[src/hdl/mdu_settings.svh]
// Width settings for the multiply/divide unit, included by the package and every RTL file
`ifndef MDU_SETTINGS_SVH
`define MDU_SETTINGS_SVH

// Operand and HI/LO register width
`define MDU_DATA_WIDTH 32

// Opcode field width
// Six operations, so three bits
`define MDU_OP_WIDTH 3

`endif
[src/hdl/mduPkg.sv]
// Shared types of the multiply/divide unit: opcode encoding, request and result words
`default_nettype none

`include "mdu_settings.svh"

package mduPkg;

    // Operations accepted on a start strobe
    // Codes 6 and 7 are unused
    typedef enum logic [`MDU_OP_WIDTH-1:0] {
        MULT  = 3'd0,
        MULTU = 3'd1,
        DIV   = 3'd2,
        DIVU  = 3'd3,
        MTHI  = 3'd4,
        MTLO  = 3'd5
    } mduOpE;

    // Request from the core
    // Only sampled while start is high
    typedef struct packed {
        mduOpE                      op;
        logic [`MDU_DATA_WIDTH-1:0] a;
        logic [`MDU_DATA_WIDTH-1:0] b;
    } mduReqT;

    // HI/LO pair
    // Product high/low half, or remainder/quotient for a division
    typedef struct packed {
        logic [`MDU_DATA_WIDTH-1:0] hi;
        logic [`MDU_DATA_WIDTH-1:0] lo;
    } mduResultT;

endpackage

`default_nettype wire

[src/hdl/multiplier.sv]
// Combinational 32 by 32 multiplier, signed or unsigned, giving a 64-bit HI/LO product
`default_nettype none
`timescale 1ns/1ps

`include "mdu_settings.svh"

module multiplier (
    input  wire  [`MDU_DATA_WIDTH-1:0] a,
    input  wire  [`MDU_DATA_WIDTH-1:0] b,
    // High for MULT, low for MULTU
    input  wire                        signedMode,
    // Upper half in hi, lower half in lo
    output mduPkg::mduResultT          product
);

    localparam int W = `MDU_DATA_WIDTH;

    // Operands widened to the full product width
    logic [2*W-1:0] extA;
    logic [2*W-1:0] extB;

    // Double-width product
    logic [2*W-1:0] fullProduct;

    // Sign bits used for extension
    logic fillA;
    logic fillB;

    // Zero fill in unsigned mode
    assign fillA = signedMode & a[W-1];
    assign fillB = signedMode & b[W-1];

    assign extA = {{W{fillA}}, a};
    assign extB = {{W{fillB}}, b};

    // Low 2W bits of the extended product
    // Correct for both signed and unsigned operands
    assign fullProduct = extA * extB;

    // Split into the HI/LO pair
    assign product.hi = fullProduct[2*W-1:W];
    assign product.lo = fullProduct[W-1:0];

endmodule

`default_nettype wire

[config.mk]
export PLATFORM = sky130hd
export DESIGN_NAME = multiplier
export DESIGN_NICKNAME = d
export VERILOG_FILES = /design/src/hdl/mduPkg.sv /design/src/hdl/multiplier.sv
export VERILOG_INCLUDE_DIRS = /design/src /design/src/hdl
export SDC_FILE = /design/constraint.sdc
export NUM_CORES = 2
export LEC_CHECK = 0
export BUFFER_PORTS_ARGS = -buffer_cell sky130_fd_sc_hd__buf_4
export CAP_MARGIN = 15
export CORE_MARGIN = 8
export CORE_UTILIZATION = 50
export DETAILED_ROUTE_END_ITERATION = 16
export PLACE_DENSITY_LB_ADDON = 0.3
export SLEW_MARGIN = 20
export SYNTH_ARGS = -nofsm -noshare
export SYNTH_HDL_FRONTEND = slang
export SYNTH_SLANG_ARGS = --single-unit
[constraint.sdc]
create_clock -name vclk -period 12.9
set_clock_uncertainty 0.15 [all_clocks]
set_input_delay 2.58 -clock vclk [all_inputs]
set_output_delay 2.58 -clock vclk [all_outputs]
set_load 0.02 [all_outputs]
---- Word-level counts from Yosys, hierarchy flattened ----
Index checks and enable logic that the tools add are counted.
Widths: inputs -> output; s select.
word-level totals
  input port bits ......................... 65
  logic and storage cells ................. 3
  bits in registers ....................... 0
  output and inout port bits .............. 64
operators by class
  multiply operators ...................... 1
  bitwise logic cells ..................... 2
operators by type and width
  kind            number
  $mul 33x33->64  1
  $and 1x1->1     2

---- Depth between registers and ports, before layout ----
  word-level depth ........................ 2
  mapped depth ............................ 30

---- Worst setup path after synthesis ----
Ideal clock, no wire load.
  path type ............................... in2out
  start point ............................. in signedMode
  end point ............................... out product[58] (netlist bit)
  stages on the path ...................... 27
  setup slack ............................. -0.121 ns
  required time ........................... 10.170 ns
  arrival time ............................ 10.291 ns
  cells stage by stage .................... clkbuf_1 clkbuf_1 and3_1 fa_1 fa_1 fa_1 inv_1 fa_1 inv_1 fa_1 fa_1 inv_1 fa_1 fa_1 inv_1 ha_1 clkbuf_1 a21o_1 a21o_1 a21oi_1 o21ai_1 a21o_1 a21oi_1 a21boi_0 a2111oi_2 nor2_1 xnor2_1
RTL lines
  item             line              RTL
  start, declared  multiplier.sv:11  input wire signedMode,
  end, declared    multiplier.sv:13  output mduPkg::mduResultT product

==> results.cfg <==
[outcome]
status = completed

[setup_path]
worstPathRequired_ps = 10170
path_class = input port to output port
slowest_stage = fa_2
end_kind = output port
critPathTopFamily = adder cells
cpPeakStageDelay_ps = 590
critPathArrivalTime_ps = 10030
crit_buf_inv = 11
cp_max_fo = 5
cp-start-kind = input port

[floorplan]
start_util = 0.505
die_area_um2 = 84400
die_w_um = 291
core_um2 = 74600
die_h_um = 291
io_pins = 129
rows = 100

[yosys]
syn_area_um2 = 37700
avgSynthCellArea_um2 = 9.15
synth_cells = 4120
synth-seq-area-share = 0
synth_cell_types = 62
syn_nets = 5522
yosys_warnings = 0

[timing]
slew_viol_final = 0
holdWs_ps = 5580
tightest_slew_ps = 565
period_needed_ps = 12760
hold_viol_final = 0
slew_headroom = 0.621
fmax_ghz = 0.0784
rsz0062_at_grt = yes
fin_crit_sh = 0.989
setup_viol = 0

[clock_network]
ctsHoldBuffers = 0

[drt]
via_per_inst = 5.23
drc = 0
vias = 27800
routedWlPerCell_um = 19.8
first_pass_iters = 5
antenna_left = 0
wl_um = 105000
drt_iter0_drc = 1520

[global_routing]
grt_pass1_wl_um = 172000
grt_use_total = 0.257
grt_max_degree = 34
grt_overflow = 0
grt_pass1_vias = 31200
antenna_found_initial = 5

[cells_and_area]
final_nets = 5745
final_core_util = 0.567
ff_latch_area_um2 = 0
multiInputGateArea_um2 = 33100
fill_cells = 6636
drive_gt1_frac = 0.124
final_cells = 5311
area_growth_pct = 12.1
n_sequential_cell = 0
clkbuf_count = 0

[placed_design]
hpwl_um = 93800
dp.cells = 5292
gp_congestion = 0.950
numPortBuffers = 129

[min_path]
whs_path_depth = 4
min_path_type = input port to output port
min_to = product[0]
min_from = b[0]

[flow_run]
drv_cap = 0
## cell usage after synthesis (2+ instances only)
cell type / instances / area share
fa_1: 1125 / 0.60
inv_1: 1095 / 0.11
nand2_1: 719 / 0.072
and2_1: 356 / 0.059
clkbuf_1: 215 / 0.021
ha_1: 212 / 0.070
a21oi_1: 57 / 0.0076
xnor2_1: 53 / 0.012
nor2_1: 47 / 0.0047
a21o_1: 38 / 0.0076
xor2_1: 23 / 0.0053
and3_1: 22 / 0.0037
o21ai_0: 21 / 0.0028
nand4_1: 13 / 0.0022
nand3_1: 11 / 0.0015
nor3_1: 8 / 0.0011
o21ai_1: 8 / 0.0011
o21bai_1: 8 / 0.0016
or2_2: 8 / 0.0013
o21a_1: 7 / 0.0014
a211oi_1: 6 / 0.0012
nor2b_1: 5 / 0.00083
a31oi_1: 4 / 0.00066
and4_1: 4 / 0.00093
o211ai_1: 4 / 0.00080
a211o_1: 3 / 0.00070
a21boi_0: 3 / 0.00060
or3_1: 3 / 0.00050
a311oi_1: 2 / 0.00046
a41oi_1: 2 / 0.00046
buf_6: 2 / 0.00060
clkbuf_2: 2 / 0.00027
nand2_2: 2 / 0.00033
nand2b_1: 2 / 0.00033
nor4b_1: 2 / 0.00046
o2111ai_1: 2 / 0.00046
## routing by layer
layer	routed length, µm	global-route usage	vias up	part of all wire
met5	13	0	-	0.00012
met1	39300	0.309	14500	0.37
li1	-	-	12100	-
met2	55100	0.466	919	0.52
met4	5630	0.109	2	0.053
met3	5350	0.0299	267	0.051
## layout by cell type (no fill, tap or decap), types with 23 or more instances in the layout
cell type	count
buf_6	42
ha_1	203
nand2_1	717
xnor2_1	51
a21o_1	38
inv_1	1087
and2_1	355
a21oi_1	43
nor2_1	43
buf_4	375
fa_1	1114
xor2_1	23
## metrics by stage
step                setup WS (ps)  setup TNS [ps]  area (µm²)
CTS                         -27.7           -27.7       41600
floorplan                    47.9               0       37700
global placement             -334           -1580       41500
finish                        143               0       42200
detailed placement           -344           -2220       41500
global route                -59.1            -394       42200
## what timing repair did
action,in CTS,in global routing
pin swaps,2,61
endpoints found under the setup margin,18,22
setup buffers,1,19
resized for setup,23,129
## area by class of cell
class / count / share of cell area
multi-input cells: 2804 / 0.785
well taps: 969 / 0.0287
diodes: 1 / 0.0000592
repair buffers: 442 / 0.0893
inverters: 1095 / 0.0974
## how the worst max path moves through the flow
stage | from | to | slack (ps) | depth (start not counted)
floorplan | signedMode | product[58] | 50 | 27
detailed placement | b[0] | product[54] | -340 | 29
CTS | b[0] | product[54] | -30 | 28
global route | signedMode | product[62] | -60 | 29
finish | signedMode | product[62] | 140 | 29
global placement | b[0] | product[54] | -330 | 29
## logic make-up (layout without fill, tap and decap cells)
logic type,after synthesis,in the layout,share of synthesized area
adders and majority gates,1337,1337,0.668
buffers and inverters,1316,1537,0.132
and+or+nand+nor,1206,1206,0.149
AOI/OAI and AO/OA,185,185,0.0333
xor gates and xnor gates,76,76,0.0177
other,0,1,0
Power is not shown: default switching activity piles up to over one toggle a cycle in this logic, so the estimate is an artifact.
