==> src/hdl/mdu_settings.svh <==
// Width settings for the multiply/divide unit, included by the package and every RTL file
`ifndef MDU_SETTINGS_SVH
`define MDU_SETTINGS_SVH

// Operand and HI/LO register width
`define MDU_DATA_WIDTH 32

// Opcode field width
// Six operations, so three bits
`define MDU_OP_WIDTH 3

`endif
==> src/hdl/mduPkg.sv <==
// Shared types of the multiply/divide unit: opcode encoding, request and result words
`default_nettype none

`include "mdu_settings.svh"

package mduPkg;

    // Operations accepted on a start strobe
    // Codes 6 and 7 are unused
    typedef enum logic [`MDU_OP_WIDTH-1:0] {
        MULT  = 3'd0,
        MULTU = 3'd1,
        DIV   = 3'd2,
        DIVU  = 3'd3,
        MTHI  = 3'd4,
        MTLO  = 3'd5
    } mduOpE;

    // Request from the core
    // Only sampled while start is high
    typedef struct packed {
        mduOpE                      op;
        logic [`MDU_DATA_WIDTH-1:0] a;
        logic [`MDU_DATA_WIDTH-1:0] b;
    } mduReqT;

    // HI/LO pair
    // Product high/low half, or remainder/quotient for a division
    typedef struct packed {
        logic [`MDU_DATA_WIDTH-1:0] hi;
        logic [`MDU_DATA_WIDTH-1:0] lo;
    } mduResultT;

endpackage

`default_nettype wire

==> src/hdl/hiLoFile.sv <==
// HI/LO register file: opcode decode, result selection on start, and the division error flag
`default_nettype none
`timescale 1ns/1ps

`include "mdu_settings.svh"

module hiLoFile (
    input  wire                        clk,
    input  wire                        arstN,
    // One-cycle request strobe
    input  wire                        start,
    input  wire  mduPkg::mduReqT       req,
    // Divider outputs
    input  wire  mduPkg::mduResultT    divResult,
    input  wire                        divError,
    // Multiplier output
    input  wire  mduPkg::mduResultT    mulResult,
    // Decoded mode levels back to the arithmetic blocks
    output logic                       divSigned,
    output logic                       mulSigned,
    // Register levels read by the core
    output logic [`MDU_DATA_WIDTH-1:0] hi,
    output logic [`MDU_DATA_WIDTH-1:0] lo,
    output logic                       errorFlag
);

    // Next register values
    logic [`MDU_DATA_WIDTH-1:0] hiNext;
    logic [`MDU_DATA_WIDTH-1:0] loNext;
    logic                       errorNext;

    // Division opcode seen, used by the checks
    logic isDivide;

    // Signed modes straight from the opcode
    assign divSigned = (req.op == mduPkg::DIV);
    assign mulSigned = (req.op == mduPkg::MULT);

    assign isDivide = (req.op == mduPkg::DIV) || (req.op == mduPkg::DIVU);

    // Result select
    always_comb begin
        // Hold by default
        hiNext    = hi;
        loNext    = lo;
        errorNext = errorFlag;
        if (start) begin
            case (req.op)
                mduPkg::MULT, mduPkg::MULTU: begin
                    hiNext    = mulResult.hi;
                    loNext    = mulResult.lo;
                    errorNext = 1'b0;
                end
                mduPkg::DIV, mduPkg::DIVU: begin
                    // Pair is already zero on error
                    hiNext    = divResult.hi;
                    loNext    = divResult.lo;
                    errorNext = divError;
                end
                mduPkg::MTHI: begin
                    // LO untouched
                    hiNext    = req.a;
                    errorNext = 1'b0;
                end
                mduPkg::MTLO: begin
                    // HI untouched
                    loNext    = req.a;
                    errorNext = 1'b0;
                end
                default: begin
                    // Unused codes leave everything as is
                    hiNext    = hi;
                    loNext    = lo;
                    errorNext = errorFlag;
                end
            endcase
        end
    end

    // The only state in the unit
    always_ff @(posedge clk or negedge arstN) begin
        if (!arstN) begin
            hi        <= '0;
            lo        <= '0;
            errorFlag <= 1'b0;
        end else begin
            hi        <= hiNext;
            lo        <= loNext;
            errorFlag <= errorNext;
        end
    end

    // Core must only issue defined operations
    opKnown: assert property (@(posedge clk) disable iff (!arstN)
        start |-> !$isunknown(req.op) &&
                  (req.op inside {mduPkg::MULT, mduPkg::MULTU, mduPkg::DIV,
                                  mduPkg::DIVU, mduPkg::MTHI, mduPkg::MTLO}));

    // Faulting division leaves zeros and the flag one cycle later
    divErrorZero: assert property (@(posedge clk) disable iff (!arstN)
        start && isDivide && divError |=> (hi == '0) && (lo == '0) && errorFlag);

    // Idle cycles keep every register
    holdWhenIdle: assert property (@(posedge clk) disable iff (!arstN)
        !start |=> $stable(hi) && $stable(lo) && $stable(errorFlag));

endmodule

`default_nettype wire

==> config.mk <==
export PLATFORM = sky130hd
export DESIGN_NAME = hiLoFile
export DESIGN_NICKNAME = d
export VERILOG_FILES = /design/src/hdl/mduPkg.sv /design/src/hdl/hiLoFile.sv
export VERILOG_INCLUDE_DIRS = /design/src /design/src/hdl
export SDC_FILE = /design/constraint.sdc
export NUM_CORES = 1
export LEC_CHECK = 0
export ABC_AREA = 0
export BUFFER_PORTS_ARGS = -buffer_cell sky130_fd_sc_hd__clkbuf_2
export CORE_AREA = 4 4 101 103
export DETAILED_ROUTE_END_ITERATION = 6
export DIE_AREA = 0 0 105 107
export HOLD_SLACK_MARGIN = 0.08
export PLACE_DENSITY = 0.8
export SLEW_MARGIN = 20
export SYNTH_ARGS = -nofsm -noshare
export SYNTH_HDL_FRONTEND = slang
export SYNTH_SLANG_ARGS = --single-unit
==> constraint.sdc <==
create_clock -name clk -period 1.3 [get_ports clk]
set_clock_uncertainty 0.1 [all_clocks]
set_input_delay 0.13 -clock clk [delete_from_list [all_inputs] [get_ports clk]]
set_output_delay 0.13 -clock clk [all_outputs]
set_load 0.01 [all_outputs]
After elaboration in Yosys (flattened, before gate mapping)
Index checks and enable logic that the tools add are counted.
{ "op_classes": {"reduce_logical": 10, "n_eq_ne": 5, "muxes": 3} }
{ "op_table": {"columns": ["op", "count"], "rows": [
  ["$pmux 32 s3", 2],
  ["$eq 3x2->1 const B", 2],
  ["$eq 3x3->1 const B", 2],
  ["$reduce_and 2->1", 3],
  ["$reduce_bool 3->1", 2],
  ["$reduce_or 2->1", 2],
  ["$reduce_or 4->1", 1],
  ["$eq 3x1->1 const B", 1],
  ["$logic_not 3->1", 1],
  ["$pmux 1 s2", 1],
  ["$reduce_bool 2->1", 1]
]} }
{ "totals": {"input_bits": 199, "reg_bits": 65, "elab_cells": 21} }

Longest topological paths before layout
Gate-level depths: netlist of the first run.
{ "logic_depth": {"word_depth": 4, "ltp_mapped": 6} }

Worst setup path after synthesis of the first run
OpenSTA, ideal clock, no wires.
{ "synth_path": {"path_kind": "input-to-reg", "start": "input req[65] (netlist bit)", "end": "register hi[0]", "setup_slack_ps": -19, "arrival_time_ps": 1082, "setup_ps": 137, "stages": 6, "n_path_buf": 3, "path_cell_list": "buf_2 or3b_1 buf_2 buf_6 o22ai_2 a21oi_1"} }
{ "synth_via": {"elab_chain_len": 4} }
{ "synth_rtl": {"columns": ["item", "line_no", "text"], "rows": [
  ["from (decl)", "hiLoFile.sv:12", "input wire mduPkg::mduReqT req,"],
  ["$eq 3x2->1, or another cell as far along", "hiLoFile.sv:48", "case (req.op)"],
  ["$reduce_or 2->1", "hiLoFile.sv:48", null],
  ["$reduce_bool 3->1 (no line)", null, null],
  ["$reduce_and 2->1 (no line)", null, null],
  ["to (signal assigned)", "hiLoFile.sv:87", "hi <= hiNext;"],
  ["to (decl)", "hiLoFile.sv:22", "output logic [`MDU_DATA_WIDTH-1:0] hi,"]
]} }
Several ways; a longest one is shown, not always the timed one.
A chain may end at the register's enable or synchronous reset.

Worst setup path in the final report of the first run
{ "layout_path": {"start": "input req[65] (netlist bit)", "end": "output divSigned"} }
{ "layout_via": {"elab_chain_len": 1} }
{ "layout_rtl": {"columns": ["item", "line_no", "text"], "rows": [
  ["$eq 3x2->1", "hiLoFile.sv:36", "assign divSigned = (req.op == mduPkg::DIV);"],
  ["to (decl)", "hiLoFile.sv:19", "output logic divSigned,"]
]} }
Every way passes these cells.

==> results of run 1 <==
[cell usage in the layout (no fill, tap or decap), types with 2 or more instances in the layout]
cell / n
a21oi_1: 64
buf_12: 7
buf_2: 2
buf_4: 16
bufinv_16: 2
clkbuf_1: 2
clkbuf_2: 231
clkbuf_8: 9
clkinvlp_4: 2
dfrtp_1: 65
dlygate4sd3_1: 34
inv_1: 35
mux2_2: 64
o22ai_1: 67
o22ai_2: 30
[registers in the layout, indices dropped and copies added, names as in the netlist]
register	cells
errorFlag	1
hi	32
lo	32
[worst paths after layout]
kind	start	to	slack [ns]	cells past startpoint
setup / recovery	req[65]	divSigned	0.12	5
setup reg to reg	hi[17]$_DFFE_PN0P_	hi[17]$_DFFE_PN0P_	0.41	2
hold reg to reg	lo[25]$_DFFE_PN0P_	lo[25]$_DFFE_PN0P_	0.41	2
max in group asynchronous	arstN	lo[23]$_DFFE_PN0P_	0.55	3
hold / removal	mulResult[34]	hi[2]$_DFFE_PN0P_	0.1	4
min in group asynchronous	arstN	lo[16]$_DFFE_PN0P_	0.22	3
[layer usage]
layer  share of wire  track usage  up-vias  routed length (µm)
met5               0            0        -                   0
met4           0.026      0.08997        0                 343
met3           0.062      0.05178       29                 819
met2            0.53       0.4258      199                7093
met1            0.38       0.2551     1977                5051
li1                -            -     1921                   -
[worst max-delay path, cell delays in order]
cell and delay, ns:
buf_2 0.15, buf_12 0.20, buf_4 0.14, nor3b_1 0.16, clkbuf_2 0.16
[through the flow]
stage | util | setup WS (ns) | power, mW | setup TNS (ns)
2_1_floorplan | - | 0.002531 | 3.594 | 0
3_3_place_gp | 0.5676 | -0.1420 | 4.410 | -8.009
3_5_place_dp | 0.5676 | -0.1981 | 4.487 | -9.792
4_1_cts | 0.6280 | 0.02175 | 6.440 | 0
5_1_grt | 0.6293 | 0.04835 | 6.756 | 0
6_report | 0.6293 | 0.1159 | 6.399 | 0
[cell families after synthesis]
kind of cell,count (synthesis),synth area share
flops,65,0.4217
buf+inv,71,0.08628
mux,64,0.1868
simple gates,7,0.01265
compound gates,163,0.2926
[cell type report]
cell class	count	area [µm²]
fillers	756	3410
multi-input cells	234	1909
repair buffers	290	1767
flip-flops and latches	65	1627
well taps	111	138.9
clock buffers	11	131.4
inverters	35	131.4
clock inverters	5	80.08
diodes	1	2.502
[power by group through the flow]
stage,clock [mW],sequential (mW),combinational [mW]
3_3_place_gp,0,2.61,1.80
3_5_place_dp,0,2.63,1.86
2_1_floorplan,0,2.75,0.844
6_report,1.86,2.59,1.94
5_1_grt,2.01,2.63,2.12
4_1_cts,1.90,2.59,1.95
[timing repair]
action	CTS	global route
resized for setup	1	2
endpoints found under the setup margin	1	1
setup buffers	0	0
hold buffers	34	0
endpoints found under the hold margin	130	0
==> flow_summary.yaml, run 1 <==
timing:
  report.final.hold_viol_count: 0
  timing.slew.headroom: 0.7512
  fmax_ghz: 0.8445
  grt_setup_unrepaired: "false"
  min_period_over_period: 0.9109
  setup_viol: 0
  final_max_tran_viols: 0
  fin_worst_hold_slack_ns: 0.09932
  worst-slew-pin-transition_ns: 0.3731
  final.min_clock_period_ns: 1.184
logic_synthesis:
  synth-seq-area-share: 0.4217
  synth.yosys.warnings: 0
  dominantRegCellSynth: "dfrtp_1"
  syn_nets: 569
  synth_top_area_frac: 0.4217
  synth.cell_area_um2: 3857
  synthArstFlopShare: 1.000
  syn-mean-instance-area_um2: 10.43
  yosysMostFrequentCell: "o22ai_1"
  syn-instance-count: 370
  synth_enable_flop_cells: 0
  synth.top_cells.by_area: "dfrtp_1 42%, mux2_2 19%, o22ai_1 11%"
  post_synth_num_cell_types: 19
  ys_seq_elements: 65
  synth_common_cells: "67 x o22ai_1, 65 x dfrtp_1, 64 x a21oi_1, 64 x mux2_2, 35 x inv_1"
  netlist.top_cell.by_area: "dfrtp_1"
die:
  floorplan.core_area_um2: 9196
  i_o_pin_count: 266
  chipWidth_um: 105
  std_cell_rows: 35
  initial_core_utilization: 0.4195
  die_area_um2: 11240
  die_outline_height_um: 107
worst_setup_path:
  worst-path-max-fanout: 30
  crit_type: "input pin to output port"
  critPathLaunchType: "input pin"
  worst_ep_required_time_ns: 1.07
  timing.critical_path.arrival_ns: 0.95
  critical_path.endpoint_type: "output port"
routing:
  routedWlPerCell_um: 17.70
  detail_route.iter0.violations: 207
  routed-via-count: 4126
  drc_errors: 0
  wirelength_mm: 13.31
  viasPerCell: 5.487
  drt_pre_antenna_iters: 4
  drtAntennaViolNets: 0
clocking:
  skew_pair_late_insertion_delay_ns: 0.33
  clock_tree_from_tritoncts: "done"
  clock-sinks: 65
  clk_path_buf_depth: 2
  numCtsBuffers: 9
  cts_max_level: 3
  clk_transition_reported_paths_ns: 0.08
  cts_root_buf: "clkbuf_8"
grt:
  globalRouteTotalUtil: 0.2299
  grt_remaining_overflow: 0
  grt_first_pass_wirelength_mm: 20.83
  first_global_vias: 4305
  largest_net_degree_at_the_start_of_global_routing: 66
  antenna_found_initial: 1
flow_run:
  maxCapViolations: 0
place:
  placed_cells: 701
  gp_routability_congestion: 0.7951
  placed_area_um2: 5220
  dp_hpwl_mm: 9.767
  port_buffers: 233
power_and_ir_drop:
  total_leakage_power_nw: 2.836
  share_seq_of_total_power: 0.405
  power.combinational.fraction: 0.304
  power.density_nw_per_um2: 1106
  peakVddDrop_mv: 0.4807
  switching_share: 0.3069
  p_clk_frac: 0.291
  internal_power_mw: 4.435
  total_switching_power_mw: 1.964
finish:
  finish.cell_count_without_fillers: 752
  area.growth.synth_to_final_pct: 50.02
  final_layout_size_suffix_gt1_frac: 0.5750
  finalNetCount: 834
  fin_area_um2: 5787
status:
  status: "finished, final reports clean"
hold_path:
  worst_hold_path_type: "input pin to flip-flop"
Note: power is estimated with default switching activity, not from simulation.
==> inputs of run 2 (changes only) <==
- BUFFER_PORTS_ARGS: -buffer_cell sky130_fd_sc_hd__clkbuf_2 -> -buffer_cell sky130_fd_sc_hd__buf_2
- SLEW_MARGIN: 20 -> not set
==> flow_summary.yaml, run 2 (synthesis gave the netlist of run 1 again) <==
finish:
  final_layout_size_suffix_gt1_frac: 0.5766
  post_route_utilization: 0.6267
  finalNetCount: 835
  layout.cells.most_common: "buf_2"
  antenna_cells_inserted: 0
  area.growth.synth_to_final_pct: 49.40
  largestRegisters: "hi (32), lo (32), errorFlag (1)"
  fin_area_um2: 5763
  finish.cell_count_without_fillers: 751
  fillerInstances: 716
  layout_common_cells: "233 x buf_2, 67 x o22ai_1, 65 x dfrtp_1, 64 x mux2_2, 64 x a21oi_1"
  sequential_cell_area_um2: 1627
  multiInputGateArea_um2: 1909
flow_run:
  maxCapViolations: 0
clocking:
  clock_tree_from_tritoncts: "done"
  clk_transition_reported_paths_ns: 0.07
  cts_max_level: 3
  clock-sinks: 65
  cts_root_buf: "clkbuf_8"
  clk_path_buf_depth: 2
  ctsResizeCount: 0
  numCtsBuffers: 9
  skew_pair_late_insertion_delay_ns: 0.33
routing:
  drtAntennaViolNets: 0
  viasPerCell: 5.483
  wirelength_mm: 13.60
  drc_errors: 0
  detail_route.iter0.violations: 202
  routedWlPerCell_um: 18.11
  routed-via-count: 4118
  drt_pre_antenna_iters: 4
timing:
  postLayoutSetupSlackWorst_ns: 0.08324
  grt_setup_unrepaired: "false"
  totalNegativeSetupSlack_ns: 0
  setup_viol: 0
  final.min_clock_period_ns: 1.217
  fmax_ghz: 0.8219
  worst-slew-pin-transition_ns: 0.3619
  min_period_over_period: 0.9360
  timing.slew.headroom: 0.7587
  report.final.hold_viol_count: 0
  final_max_tran_viols: 0
place:
  gp_routability_congestion: 0.8141
  port_buffers: 233
  placed_area_um2: 5228
  placed_cells: 702
  dp_hpwl_mm: 9.970
  dpl_worst_slack_ns: -0.1684
power_and_ir_drop:
  peakVddDrop_mv: 0.5057
  power.density_nw_per_um2: 1089
  total_leakage_power_nw: 2.777
worst_setup_path:
  worst_ep_required_time_ns: 1.39
  worst-r2r-cell-count: 2
  r2r_setup_slack_ns: 0.40
  critPathLaunchType: "input pin"
  reg2reg_to: "hi[16]$_DFFE_PN0P_"
  crit_type: "input pin to flip-flop"
  critical_path.endpoint_type: "flip-flop"
  timing.critical_path.arrival_ns: 1.31
  timing.rr.start: "hi[16]$_DFFE_PN0P_"
  worst-path-max-fanout: 23
hold_path:
  worst_min_delay_path_endpoint: "hi[10]$_DFFE_PN0P_"
  worst_hold_path_type: "input pin to flip-flop"
  hold_path_depth: 4
  min-delay-start: "mulResult[42]"
die:
  std_cell_rows: 35
  i_o_pin_count: 266
  initial_core_utilization: 0.4195
  die_outline_height_um: 107
  die_area_um2: 11240
  chipWidth_um: 105
  floorplan.core_area_um2: 9196
grt:
  first_global_vias: 4381
  antenna_found_initial: 0
  globalRouteTotalUtil: 0.2377
  grt_first_pass_wirelength_mm: 21.56
  grt_remaining_overflow: 0
  largest_net_degree_at_the_start_of_global_routing: 66
status:
  status: "finished, final reports clean"
## run 2: cell count changes in the layout (fill, tap and decap cells not counted), sizes merged
cell and change:
clkinv +1, bufinv -1, buf +232, clkinvlp -2, diode -1, clkbuf -230
## run 2: worst max-delay path by stage
stage,from,endpoint,slack (ns),cells after the start
after CTS,req[65],divSigned,0.08,4
after global routing,req[65],divSigned,0.05,4
final,req[65],lo[2]$_DFFE_PN0P_,0.08,5
after detailed placement,req[65],hi[2]$_DFFE_PN0P_,-0.17,5
after global placement,req[65],hi[28]$_DFFE_PN0P_,-0.14,5
after floorplan,req[65],hi[10]$_DFFE_PN0P_,0.003,6
## run 2: cell type report
type                       count  area share
clock buffer                  12     0.02692
clock inverter                 3    0.006947
inverter                      35     0.02280
multi-input combinational    234      0.3313
sequential                    65      0.2822
tap                          111     0.02410
timing repair buffer         291      0.3057
## run 2: stage by stage
step	hold slack [ns]	power, mW
2_1_floorplan	-0.2656	3.594
3_3_place_gp	0.07179	4.413
3_5_place_dp	0.07441	4.498
4_1_cts	0.08426	6.327
5_1_grt	0.1129	6.637
6_report	0.1039	6.273
## run 2: metal layers
| metal | GRT usage | wire length (µm) | vias up |
|---|---|---|---|
| met5 | 0 | 0 | - |
| met3 | 0.05418 | 902 | 31 |
| met4 | 0.07966 | 335 | 0 |
| met1 | 0.2765 | 5291 | 1964 |
| li1 | - | - | 1918 |
| met2 | 0.4308 | 7072 | 205 |
## run 2: critical path: stages
cell,delay [ns]
buf_2,0.16
buf_4,0.32
mux2_2,0.39
o22ai_1,0.20
a21oi_1,0.10
## run 2: timing repair
action                                  in CTS  in global routing
hold buffers                                34                  0
setup buffers                                0                  0
endpoints found under the hold margin      129                  0
endpoints found under the setup margin       0                  0
## run 2: where the power goes
part / switching, mW / leakage [nW] / internal, mW
Combinational: 0.937 / 1.95 / 1.02
Sequential: 0.248 / 0.727 / 2.34
Clock: 0.752 / 0.102 / 0.976
